**config.mk**
```make
export PLATFORM = sky130hd
export DESIGN_NAME = dma_ctrl
export DESIGN_NICKNAME = d
export VERILOG_FILES = /design/src/source/dma_pkg.sv /design/src/source/dma_burst_if.sv /design/src/source/dma_nd_req_if.sv /design/src/source/dma_ctrl.sv /design/src/source/dma_transfer_id.sv /design/src/source/dma_backend.sv /design/src/source/dma_nd_midend.sv /design/src/source/dma_insn_decoder.sv
export SDC_FILE = /design/constraint.sdc
export NUM_CORES = 1
export LEC_CHECK = 0
export BUFFER_PORTS_ARGS = -buffer_cell sky130_fd_sc_hd__buf_4
export CAP_MARGIN = 0
export CORE_ASPECT_RATIO = 1.25
export CORE_MARGIN = 4
export CORE_UTILIZATION = 30
export DETAILED_ROUTE_END_ITERATION = 8
export PLACE_DENSITY = 0.51
export SLEW_MARGIN = 20
export SYNTH_ARGS = -nofsm -noshare
export SYNTH_HDL_FRONTEND = slang
export SYNTH_SLANG_ARGS = --single-unit
export TNS_END_PERCENT = 100
```
**constraint.sdc**
```tcl
create_clock -name clk_i -period 9.4 [get_ports clk_i]
set_clock_uncertainty 0.1 [all_clocks]
set_input_delay 0.47 -clock clk_i [delete_from_list [all_inputs] [get_ports clk_i]]
set_output_delay 0.47 -clock clk_i [all_outputs]
set_load 0.02 [all_outputs]
```
**src/source/dma_pkg.sv**
```systemverilog
// DMA controller shared definitions
`default_nettype none

package dma_pkg;

  // Basic widths
  localparam int ADDR_W = 32;
  localparam int WORD_W = 32;
  localparam int LEN_W  = 12;
  localparam int ID_W   = 4;

  // Word address, counted in words
  typedef logic [ADDR_W-1:0] addr_t;
  // Data word and register operand
  typedef logic [WORD_W-1:0] word_t;
  // Row length in words and row count
  typedef logic [LEN_W-1:0]  len_t;
  // Transfer ID
  typedef logic [ID_W-1:0]   id_t;

  // Instruction field positions
  localparam int OPCODE_LSB = 0;
  localparam int OPCODE_W   = 7;
  localparam int FUNCT3_LSB = 12;
  localparam int FUNCT3_W   = 3;

  // Custom-1 major opcode
  localparam logic [OPCODE_W-1:0] DMA_OPCODE = 7'b0101011;

  // Function codes
  localparam logic [FUNCT3_W-1:0] FN_SET_ADDR   = 3'd0;
  localparam logic [FUNCT3_W-1:0] FN_SET_SHAPE  = 3'd1;
  localparam logic [FUNCT3_W-1:0] FN_SET_STRIDE = 3'd2;
  localparam logic [FUNCT3_W-1:0] FN_START      = 3'd3;

  // Default back-end queue depth, also the mid-end credit count
  localparam int BURST_CREDITS = 4;

  // Mid-end FSM
  typedef enum logic [0:0] {
    MID_IDLE,
    MID_ISSUE
  } mid_state_e;

  // Back-end FSM, one word per pass through read and write
  typedef enum logic [1:0] {
    BE_IDLE,
    BE_RD_REQ,
    BE_RD_WAIT,
    BE_WR_REQ
  } be_state_e;

endpackage

`default_nettype wire
```
**src/source/dma_burst_if.sv**
```systemverilog
// Credit-controlled burst link
`default_nettype none

interface dma_burst_if
  import dma_pkg::*;
();
  // Burst request, one cycle per burst
  logic  valid;
  addr_t src;
  addr_t dst;
  len_t  len;
  logic  dir;
  logic  last;
  // One credit back per burst popped from the queue
  logic  credit;
  // Burst completion
  logic  done;
  logic  done_last;

  modport master (
    output valid, src, dst, len, dir, last,
    input  credit, done, done_last
  );
  modport slave (
    input  valid, src, dst, len, dir, last,
    output credit, done, done_last
  );
endinterface

`default_nettype wire

```
**src/source/dma_nd_req_if.sv**
```systemverilog
// Two-dimensional transfer request
`default_nettype none

interface dma_nd_req_if
  import dma_pkg::*;
();
  logic  valid;
  logic  ready;
  addr_t src;
  addr_t dst;
  len_t  len;
  len_t  reps;
  addr_t src_stride;
  addr_t dst_stride;
  // 0 external to local, 1 local to external
  logic  dir;

  modport master (output valid, src, dst, len, reps, src_stride, dst_stride, dir, input ready);
  modport slave  (input valid, src, dst, len, reps, src_stride, dst_stride, dir, output ready);
endinterface

`default_nettype wire

```
**src/source/dma_ctrl.sv**
```systemverilog
// DMA controller top level
`default_nettype none

module dma_ctrl
  import dma_pkg::*;
#(
  parameter int BURST_CREDITS = dma_pkg::BURST_CREDITS
)(
  input  logic  clk_i,
  input  logic  rst_n_i,
  // Coprocessor issue port
  input  logic  issue_valid_i,
  input  word_t issue_instr_i,
  input  word_t issue_rs1_i,
  input  word_t issue_rs2_i,
  output logic  issue_ready_o,
  output logic  issue_accept_o,
  // External memory port
  output logic  ext_req_o,
  output logic  ext_we_o,
  output addr_t ext_addr_o,
  output word_t ext_wdata_o,
  input  logic  ext_gnt_i,
  input  logic  ext_rvalid_i,
  input  word_t ext_rdata_i,
  // Local memory port
  output logic  loc_req_o,
  output logic  loc_we_o,
  output addr_t loc_addr_o,
  output word_t loc_wdata_o,
  input  logic  loc_gnt_i,
  input  logic  loc_rvalid_i,
  input  word_t loc_rdata_i,
  // Status
  output logic  start_o,
  output logic  busy_o,
  output logic  done_o,
  output logic  error_o
);

  logic retire;

  dma_nd_req_if nd_if ();
  dma_burst_if  burst_if ();

  dma_insn_decoder i_decoder (
    .clk_i,
    .rst_n_i,
    .issue_valid_i,
    .issue_instr_i,
    .issue_rs1_i,
    .issue_rs2_i,
    .issue_ready_o,
    .issue_accept_o,
    .nd      ( nd_if   ),
    .start_o,
    .error_o
  );

  dma_nd_midend #(
    .BURST_CREDITS ( BURST_CREDITS )
  ) i_midend (
    .clk_i,
    .rst_n_i,
    .nd       ( nd_if    ),
    .burst    ( burst_if ),
    .retire_o ( retire   )
  );

  // Queue depth matches the mid-end credit count
  dma_backend #(
    .BURST_CREDITS ( BURST_CREDITS )
  ) i_backend (
    .clk_i,
    .rst_n_i,
    .burst ( burst_if ),
    .ext_req_o,
    .ext_we_o,
    .ext_addr_o,
    .ext_wdata_o,
    .ext_gnt_i,
    .ext_rvalid_i,
    .ext_rdata_i,
    .loc_req_o,
    .loc_we_o,
    .loc_addr_o,
    .loc_wdata_o,
    .loc_gnt_i,
    .loc_rvalid_i,
    .loc_rdata_i
  );

  // Issue on each start pulse, retire on each final burst
  dma_transfer_id i_transfer_id (
    .clk_i,
    .rst_n_i,
    .issue_i  ( start_o ),
    .retire_i ( retire  ),
    .busy_o
  );

  assign done_o = retire;

endmodule

`default_nettype wire

```
**src/source/dma_transfer_id.sv**
```systemverilog
// Transfer ID counters
`default_nettype none

module dma_transfer_id
  import dma_pkg::*;
(
  input  logic clk_i,
  input  logic rst_n_i,
  input  logic issue_i,
  input  logic retire_i,
  output logic busy_o
);

  // Both counters wrap, in-flight count stays far below the ID range
  id_t next_id_q;
  id_t done_id_q;

  always_ff @(posedge clk_i) begin
    if (!rst_n_i) begin
      next_id_q <= '0;
      done_id_q <= '0;
    end else begin
      if (issue_i) begin
        next_id_q <= next_id_q + id_t'(1);
      end
      if (retire_i) begin
        done_id_q <= done_id_q + id_t'(1);
      end
    end
  end

  // Outstanding work whenever the counters disagree
  assign busy_o = (next_id_q != done_id_q);

endmodule

`default_nettype wire

```
**src/source/dma_backend.sv**
```systemverilog
// Word copy back-end
`default_nettype none

module dma_backend
  import dma_pkg::*;
#(
  parameter int BURST_CREDITS = dma_pkg::BURST_CREDITS
)(
  input  logic        clk_i,
  input  logic        rst_n_i,
  dma_burst_if.slave  burst,
  output logic        ext_req_o,
  output logic        ext_we_o,
  output addr_t       ext_addr_o,
  output word_t       ext_wdata_o,
  input  logic        ext_gnt_i,
  input  logic        ext_rvalid_i,
  input  word_t       ext_rdata_i,
  output logic        loc_req_o,
  output logic        loc_we_o,
  output addr_t       loc_addr_o,
  output word_t       loc_wdata_o,
  input  logic        loc_gnt_i,
  input  logic        loc_rvalid_i,
  input  word_t       loc_rdata_i
);

  localparam int PTR_W = (BURST_CREDITS > 1) ? $clog2(BURST_CREDITS) : 1;
  localparam int CNT_W = $clog2(BURST_CREDITS + 1);

  // Burst queue storage
  addr_t            q_src  [BURST_CREDITS];
  addr_t            q_dst  [BURST_CREDITS];
  len_t             q_len  [BURST_CREDITS];
  logic             q_dir  [BURST_CREDITS];
  logic             q_last [BURST_CREDITS];
  logic [PTR_W-1:0] wr_ptr_q;
  logic [PTR_W-1:0] rd_ptr_q;
  logic [CNT_W-1:0] count_q;
  be_state_e        state_q;
  // Burst in progress
  addr_t            cur_src_q;
  addr_t            cur_dst_q;
  len_t             words_left_q;
  logic             cur_dir_q;
  logic             cur_last_q;
  word_t            data_q;
  logic             pop;
  logic             rd_req;
  logic             wr_req;
  logic             rd_gnt;
  logic             wr_gnt;
  logic             rd_rvalid;
  word_t            rd_data;
  logic             last_word;

  assign pop       = (state_q == BE_IDLE) && (count_q != '0);
  assign rd_req    = (state_q == BE_RD_REQ);
  assign wr_req    = (state_q == BE_WR_REQ);
  assign last_word = (words_left_q == len_t'(1));

  // Direction picks the read side, dir 1 reads local
  assign rd_gnt    = cur_dir_q ? loc_gnt_i    : ext_gnt_i;
  assign rd_rvalid = cur_dir_q ? loc_rvalid_i : ext_rvalid_i;
  assign rd_data   = cur_dir_q ? loc_rdata_i  : ext_rdata_i;
  assign wr_gnt    = cur_dir_q ? ext_gnt_i    : loc_gnt_i;

  assign ext_req_o   = (rd_req && !cur_dir_q) || (wr_req && cur_dir_q);
  assign ext_we_o    = wr_req && cur_dir_q;
  assign ext_addr_o  = cur_dir_q ? cur_dst_q : cur_src_q;
  assign ext_wdata_o = data_q;
  assign loc_req_o   = (rd_req && cur_dir_q) || (wr_req && !cur_dir_q);
  assign loc_we_o    = wr_req && !cur_dir_q;
  assign loc_addr_o  = cur_dir_q ? cur_src_q : cur_dst_q;
  assign loc_wdata_o = data_q;

  // Credit goes back at the pop, completion at the final write grant
  assign burst.credit    = pop;
  assign burst.done      = wr_req && wr_gnt && last_word;
  assign burst.done_last = cur_last_q;

  // Queue pointers and FSM
  always_ff @(posedge clk_i) begin
    if (!rst_n_i) begin
      wr_ptr_q <= '0;
      rd_ptr_q <= '0;
      count_q  <= '0;
      state_q  <= BE_IDLE;
    end else begin
      // Credits guarantee room for every incoming burst
      if (burst.valid) begin
        wr_ptr_q <= (wr_ptr_q == PTR_W'(BURST_CREDITS - 1)) ? '0 : wr_ptr_q + 1'b1;
      end
      if (pop) begin
        rd_ptr_q <= (rd_ptr_q == PTR_W'(BURST_CREDITS - 1)) ? '0 : rd_ptr_q + 1'b1;
      end
      count_q <= count_q + CNT_W'(burst.valid) - CNT_W'(pop);
      case (state_q)
        BE_IDLE:    if (pop) state_q <= BE_RD_REQ;
        BE_RD_REQ:  if (rd_gnt) state_q <= BE_RD_WAIT;
        // Read data comes one cycle after the grant
        BE_RD_WAIT: if (rd_rvalid) state_q <= BE_WR_REQ;
        BE_WR_REQ:  if (wr_gnt) state_q <= last_word ? BE_IDLE : BE_RD_REQ;
        default:    state_q <= BE_IDLE;
      endcase
    end
  end

  // Queue write side
  always_ff @(posedge clk_i) begin
    if (burst.valid) begin
      q_src[wr_ptr_q]  <= burst.src;
      q_dst[wr_ptr_q]  <= burst.dst;
      q_len[wr_ptr_q]  <= burst.len;
      q_dir[wr_ptr_q]  <= burst.dir;
      q_last[wr_ptr_q] <= burst.last;
    end
  end

  // Current burst and word buffer
  always_ff @(posedge clk_i) begin
    if (pop) begin
      cur_src_q    <= q_src[rd_ptr_q];
      cur_dst_q    <= q_dst[rd_ptr_q];
      words_left_q <= q_len[rd_ptr_q];
      cur_dir_q    <= q_dir[rd_ptr_q];
      cur_last_q   <= q_last[rd_ptr_q];
    end
    if (state_q == BE_RD_WAIT && rd_rvalid) begin
      data_q <= rd_data;
    end
    // Step both addresses one word per completed write
    if (wr_req && wr_gnt) begin
      cur_src_q    <= cur_src_q + addr_t'(1);
      cur_dst_q    <= cur_dst_q + addr_t'(1);
      words_left_q <= words_left_q - len_t'(1);
    end
  end

endmodule

`default_nettype wire

```
**src/source/dma_nd_midend.sv**
```systemverilog
// Row splitting mid-end
`default_nettype none

module dma_nd_midend
  import dma_pkg::*;
#(
  parameter int BURST_CREDITS = dma_pkg::BURST_CREDITS
)(
  input  logic         clk_i,
  input  logic         rst_n_i,
  dma_nd_req_if.slave  nd,
  dma_burst_if.master  burst,
  output logic         retire_o
);

  localparam int CNT_W = $clog2(BURST_CREDITS + 1);

  mid_state_e       state_q;
  logic [CNT_W-1:0] credits_q;
  len_t             rows_left_q;
  logic             retire_q;
  addr_t            src_row_q;
  addr_t            dst_row_q;
  addr_t            src_stride_q;
  addr_t            dst_stride_q;
  len_t             len_q;
  logic             dir_q;
  logic             take;
  logic             send;
  logic             last_row;

  // New requests only while idle
  assign nd.ready = (state_q == MID_IDLE);
  assign take     = nd.valid && nd.ready;
  // One burst per cycle as long as a credit is left
  assign send     = (state_q == MID_ISSUE) && (credits_q != '0);
  assign last_row = (rows_left_q == len_t'(1));

  assign burst.valid = send;
  assign burst.src   = src_row_q;
  assign burst.dst   = dst_row_q;
  assign burst.len   = len_q;
  assign burst.dir   = dir_q;
  assign burst.last  = last_row;

  // FSM, row counter, credits and retirement
  always_ff @(posedge clk_i) begin
    if (!rst_n_i) begin
      state_q     <= MID_IDLE;
      rows_left_q <= '0;
      credits_q   <= CNT_W'(BURST_CREDITS);
      retire_q    <= 1'b0;
    end else begin
      // Spend one per burst, regain one per pop in the back-end
      credits_q <= credits_q - CNT_W'(send) + CNT_W'(burst.credit);
      retire_q  <= burst.done && burst.done_last;
      if (take) begin
        state_q     <= MID_ISSUE;
        rows_left_q <= nd.reps;
      end else if (send) begin
        rows_left_q <= rows_left_q - len_t'(1);
        // Free again right after the final row, the back-end may still be busy
        if (last_row) begin
          state_q <= MID_IDLE;
        end
      end
    end
  end

  // Running row addresses
  always_ff @(posedge clk_i) begin
    if (take) begin
      src_row_q    <= nd.src;
      dst_row_q    <= nd.dst;
      src_stride_q <= nd.src_stride;
      dst_stride_q <= nd.dst_stride;
      len_q        <= nd.len;
      dir_q        <= nd.dir;
    end else if (send) begin
      src_row_q <= src_row_q + src_stride_q;
      dst_row_q <= dst_row_q + dst_stride_q;
    end
  end

  assign retire_o = retire_q;

endmodule

`default_nettype wire

```
**src/source/dma_insn_decoder.sv**
```systemverilog
// Coprocessor instruction decoder
`default_nettype none

module dma_insn_decoder
  import dma_pkg::*;
(
  input  logic         clk_i,
  input  logic         rst_n_i,
  input  logic         issue_valid_i,
  input  word_t        issue_instr_i,
  input  word_t        issue_rs1_i,
  input  word_t        issue_rs2_i,
  output logic         issue_ready_o,
  output logic         issue_accept_o,
  dma_nd_req_if.master nd,
  output logic         start_o,
  output logic         error_o
);

  logic [OPCODE_W-1:0] opcode;
  logic [FUNCT3_W-1:0] funct3;
  logic                fn_known;
  logic                accept;
  logic                shape_ok;
  addr_t               src_q;
  addr_t               dst_q;
  addr_t               src_stride_q;
  addr_t               dst_stride_q;
  len_t                len_q;
  len_t                reps_q;
  logic                dir_q;
  logic                req_valid_q;
  logic                start_q;
  logic                error_q;

  // Instruction fields
  assign opcode = issue_instr_i[OPCODE_LSB +: OPCODE_W];
  assign funct3 = issue_instr_i[FUNCT3_LSB +: FUNCT3_W];
  assign fn_known = funct3 inside {FN_SET_ADDR, FN_SET_SHAPE, FN_SET_STRIDE, FN_START};

  // Back-pressure while a request waits for the mid-end
  assign issue_ready_o = !req_valid_q;
  // Only our opcode with a known function code is accepted
  assign accept = issue_valid_i && issue_ready_o && (opcode == DMA_OPCODE) && fn_known;
  assign issue_accept_o = accept;

  // Empty rows or no rows at all are rejected
  assign shape_ok = (len_q != '0) && (reps_q != '0);

  // Shape registers and request control
  always_ff @(posedge clk_i) begin
    if (!rst_n_i) begin
      len_q       <= '0;
      reps_q      <= '0;
      req_valid_q <= 1'b0;
      start_q     <= 1'b0;
      error_q     <= 1'b0;
    end else begin
      start_q <= 1'b0;
      error_q <= 1'b0;
      // Request leaves once the mid-end takes it
      if (nd.valid && nd.ready) begin
        req_valid_q <= 1'b0;
      end
      if (accept && funct3 == FN_SET_SHAPE) begin
        len_q  <= issue_rs1_i[LEN_W-1:0];
        reps_q <= issue_rs2_i[LEN_W-1:0];
      end
      if (accept && funct3 == FN_START) begin
        if (shape_ok) begin
          req_valid_q <= 1'b1;
          start_q     <= 1'b1;
        end else begin
          error_q <= 1'b1;
        end
      end
    end
  end

  // Address, stride and direction registers
  always_ff @(posedge clk_i) begin
    if (accept && funct3 == FN_SET_ADDR) begin
      src_q <= issue_rs1_i;
      dst_q <= issue_rs2_i;
    end
    if (accept && funct3 == FN_SET_STRIDE) begin
      src_stride_q <= issue_rs1_i;
      dst_stride_q <= issue_rs2_i;
    end
    // Direction is bit 0 of rs1
    if (accept && funct3 == FN_START && shape_ok) begin
      dir_q <= issue_rs1_i[0];
    end
  end

  // Registers stay put while the request is pending
  assign nd.valid      = req_valid_q;
  assign nd.src        = src_q;
  assign nd.dst        = dst_q;
  assign nd.len        = len_q;
  assign nd.reps       = reps_q;
  assign nd.src_stride = src_stride_q;
  assign nd.dst_stride = dst_stride_q;
  assign nd.dir        = dir_q;

  assign start_o = start_q;
  assign error_o = error_q;

endmodule

`default_nettype wire

```
==> flow_summary.ini <==
[pwr]
internal_power_mw = 6.87
p_seq_frac = 0.446
switching_share = 0.294
p_leak_nw = 13.8
switchingPower_mw = 2.87
pwr-share-comb = 0.226
powerDensity_mw_per_mm2 = 245
clock_power_share = 0.328
ir_worst_vdd_uv = 294

[die]
die_w_um = 304
core_mm2 = 0.108
initial_core_util = 0.302
die_h_um = 378
fp.dieArea_mm2 = 0.115
io_pins = 305
fp-row-count = 135

[synth]
synth_cell_types = 68
synth_edf_count = 692
synth_commonest_cells = edfxtp_1 (692), nand2_1 (242), a21oi_1 (126)
synth_flop_cell = edfxtp_1
synth_most_common_cell = edfxtp_1
synth.avg_cell_area_um2 = 14.5
synth.largest_area_cell = edfxtp_1
ys_ff_latch = 755
syn_inst = 2262
synth-seq-area-share = 0.672
async_flop_share = 0
syn_area_mm2 = 0.0328
yosys.area.top_type_share = 0.634
synth_nets = 2516
synth_warnings = 0
synthTopCellsByArea = edfxtp_1 (63%), mux4_2 (5.4%), dfxtp_1 (3.8%)

[global_route]
antenna_found_initial = 10
grt.overflow.total = 0
grt_pass1_vias = 20300
grt_max_degree = 126
grt_use_total = 0.141
grt_pass1_wl_mm = 125

[route]
drt_iter0_drc = 1355
postRouteAntennaNets = 0
viasPerCell = 4.78
drc_errors = 0
num_vias = 19600
drt_pass1_iterations = 5
wl_per_cell_um = 20.0
drt-total-wl_mm = 82.1

[flow_run]
drv_cap = 0

[clock_network]
cts_max_level = 3
clock_latency_ps = 640
cts_root_buf = clkbuf_16
cts_tree = done
cts_buffer_depth = 3
clkSlewWorstSetupHoldPaths_ps = 60
cts_setup_buffers = 0
cts_buffers = 79
cts_sinks = 755

[timing]
fin_tns_setup_ps = 0
tightest_slew_ps = 1020
fmax_mhz = 262
relSlewSlack = 0.317
rsz0062_at_grt = no
final.period_utilization = 0.405
slew_violations = 0
post-route-min-period_ps = 3810
finalSetupViolations = 0
finalHoldViolations = 0

[critical_path]
crit_fanout = 5
worst_setup_path_end_kind = flop
cp_data_arrival_time_ps = 4150
cp.required_ps = 9740
start_kind = flop
path_class = flop to flop

[layout]
final_nets = 2849
area_delta_synth_final_pct = 21.3
fill_cells = 10300
final_cells = 4104
drive_gt1_frac = 0.229
multi_input_area_mm2 = 0.0101
register_area_mm2 = 0.0220

[placed_design]
port_buffers = 282
dp_hpwl_mm = 57.7
post-place-cells = 3879
place_congestion = 0.892

[status]
status = completed

[worst_hold_path]
holdCritPathClass = input pin to flop
## cells by family after synthesis
family	after synthesis	share of synthesized area
compound gates	390	0.0707
xor+xnor	131	0.0350
fa+ha+maj	87	0.0341
buf+inv	170	0.0231
flops	755	0.672
mux	180	0.0883
simple gates	549	0.0764
## path summary, 6_finish.rpt
path / start / to / slack, ps / depth (start not counted)
max reg2reg: i_midend.burst.src[0] / i_midend.burst.src[30] / 5590 / 10
max: i_midend.burst.src[0] / i_midend.burst.src[30] / 5590 / 10
min: ext_rdata_i[15] / i_backend.ext_wdata_o[15] / 50 / 2
min reg2reg: i_decoder.nd.src_stride[10] / i_midend.src_stride_q[10] / 300 / 0
## registers in the layout (all words and copies together), names as in the netlist, 4 cells and up, named ones only
name / cells
i_decoder.nd.src: 32
i_backend.cur_dst_q: 32
i_midend.burst.src: 32
i_midend.dst_stride_q: 32
i_backend.q_len: 48
i_transfer_id.done_id_q: 4
i_midend.burst.dst: 32
i_transfer_id.next_id_q: 4
i_midend.burst.len: 12
i_backend.ext_wdata_o: 32
i_decoder.nd.src_stride: 32
i_decoder.nd.len: 12
i_decoder.nd.dst_stride: 32
i_decoder.nd.reps: 12
i_backend.cur_src_q: 32
i_backend.q_dir: 4
i_midend.rows_left_q: 12
i_midend.src_stride_q: 32
i_backend.q_src: 128
i_backend.q_dst: 128
i_decoder.nd.dst: 32
i_backend.q_last: 4
i_backend.words_left_q: 12
## routing by layer
metal	vias to the layer above	track usage	share of wire
li1	9232	-	-
met1	9754	0.186	0.45
met2	531	0.237	0.47
met3	118	0.0252	0.049
met4	2	0.0412	0.025
met5	-	0	0.00016
## repair_timing
action / CTS / global route
hold endpoints to repair: 148 / 0
resized for setup: 0 / 0
hold buffers: 73 / 0
## cell type report
class	instances	area share
clock inverters	51	0.0148
multi-input cells	1337	0.253
well taps	1438	0.0453
flip-flops and latches	755	0.554
clock buffers	93	0.0521
inverters	49	0.00472
repair buffers	373	0.0753
diodes	8	0.000504
## worst max-delay path: stages (launching register included)
cell      delay (ps)
edfxtp_1         490
ha_1             280
fa_1             420
a21oi_1          240
o22ai_1          160
a311o_1          440
a31oi_1          290
and4b_1          290
or3_1            420
o311a_1          300
a211oi_1         200
## through the flow
stage                     utilization  cell area (um2)  total power, mW  setup WS (ps)  hold WS [ps]
final                           0.367            39800             9.74           5590          49.5
after global routing            0.367            39800             10.2           5420          24.0
after CTS                       0.366            39700             9.87           5580         0.281
after detailed placement        0.335            36300             6.61           5630           305
after global placement          0.335            36300             6.59           5700           301
after floorplan                     -            32800             5.66           2170           300
## power by group through the flow
stage	Combinational [mW]	Sequential (mW)	Clock, mW
after global placement	2.17	4.42	0
after detailed placement	2.18	4.43	0
after floorplan	1.42	4.24	0
after global routing	2.37	4.38	3.43
after CTS	2.23	4.36	3.28
final	2.20	4.35	3.19
## placed cells by master, fill, tap and decap left out, drive strengths merged, types with 5 or more instances in the layout
master / count
mux2i: 7
and3: 20
clkbuf: 93
edfxtp: 692
o21ai: 139
or4: 7
inv: 49
ha: 83
or3: 9
xor2: 53
nor2b: 8
o21bai: 12
nand2: 242
a31oi: 12
a2111oi: 6
nand3: 34
and2: 19
buf: 300
mux2: 95
a211oi: 8
nor4: 16
diode: 8
clkinv: 38
and4: 7
nand2b: 8
o31ai: 6
a21oi: 127
xnor2: 78
nand3b: 5
dfxtp: 63
dlygate4sd3: 73
a21o: 31
mux4: 78
nor2: 125
bufinv: 11
nand4: 25
nor3: 13
o211ai: 5
Power figures use the tool's default switching activity.
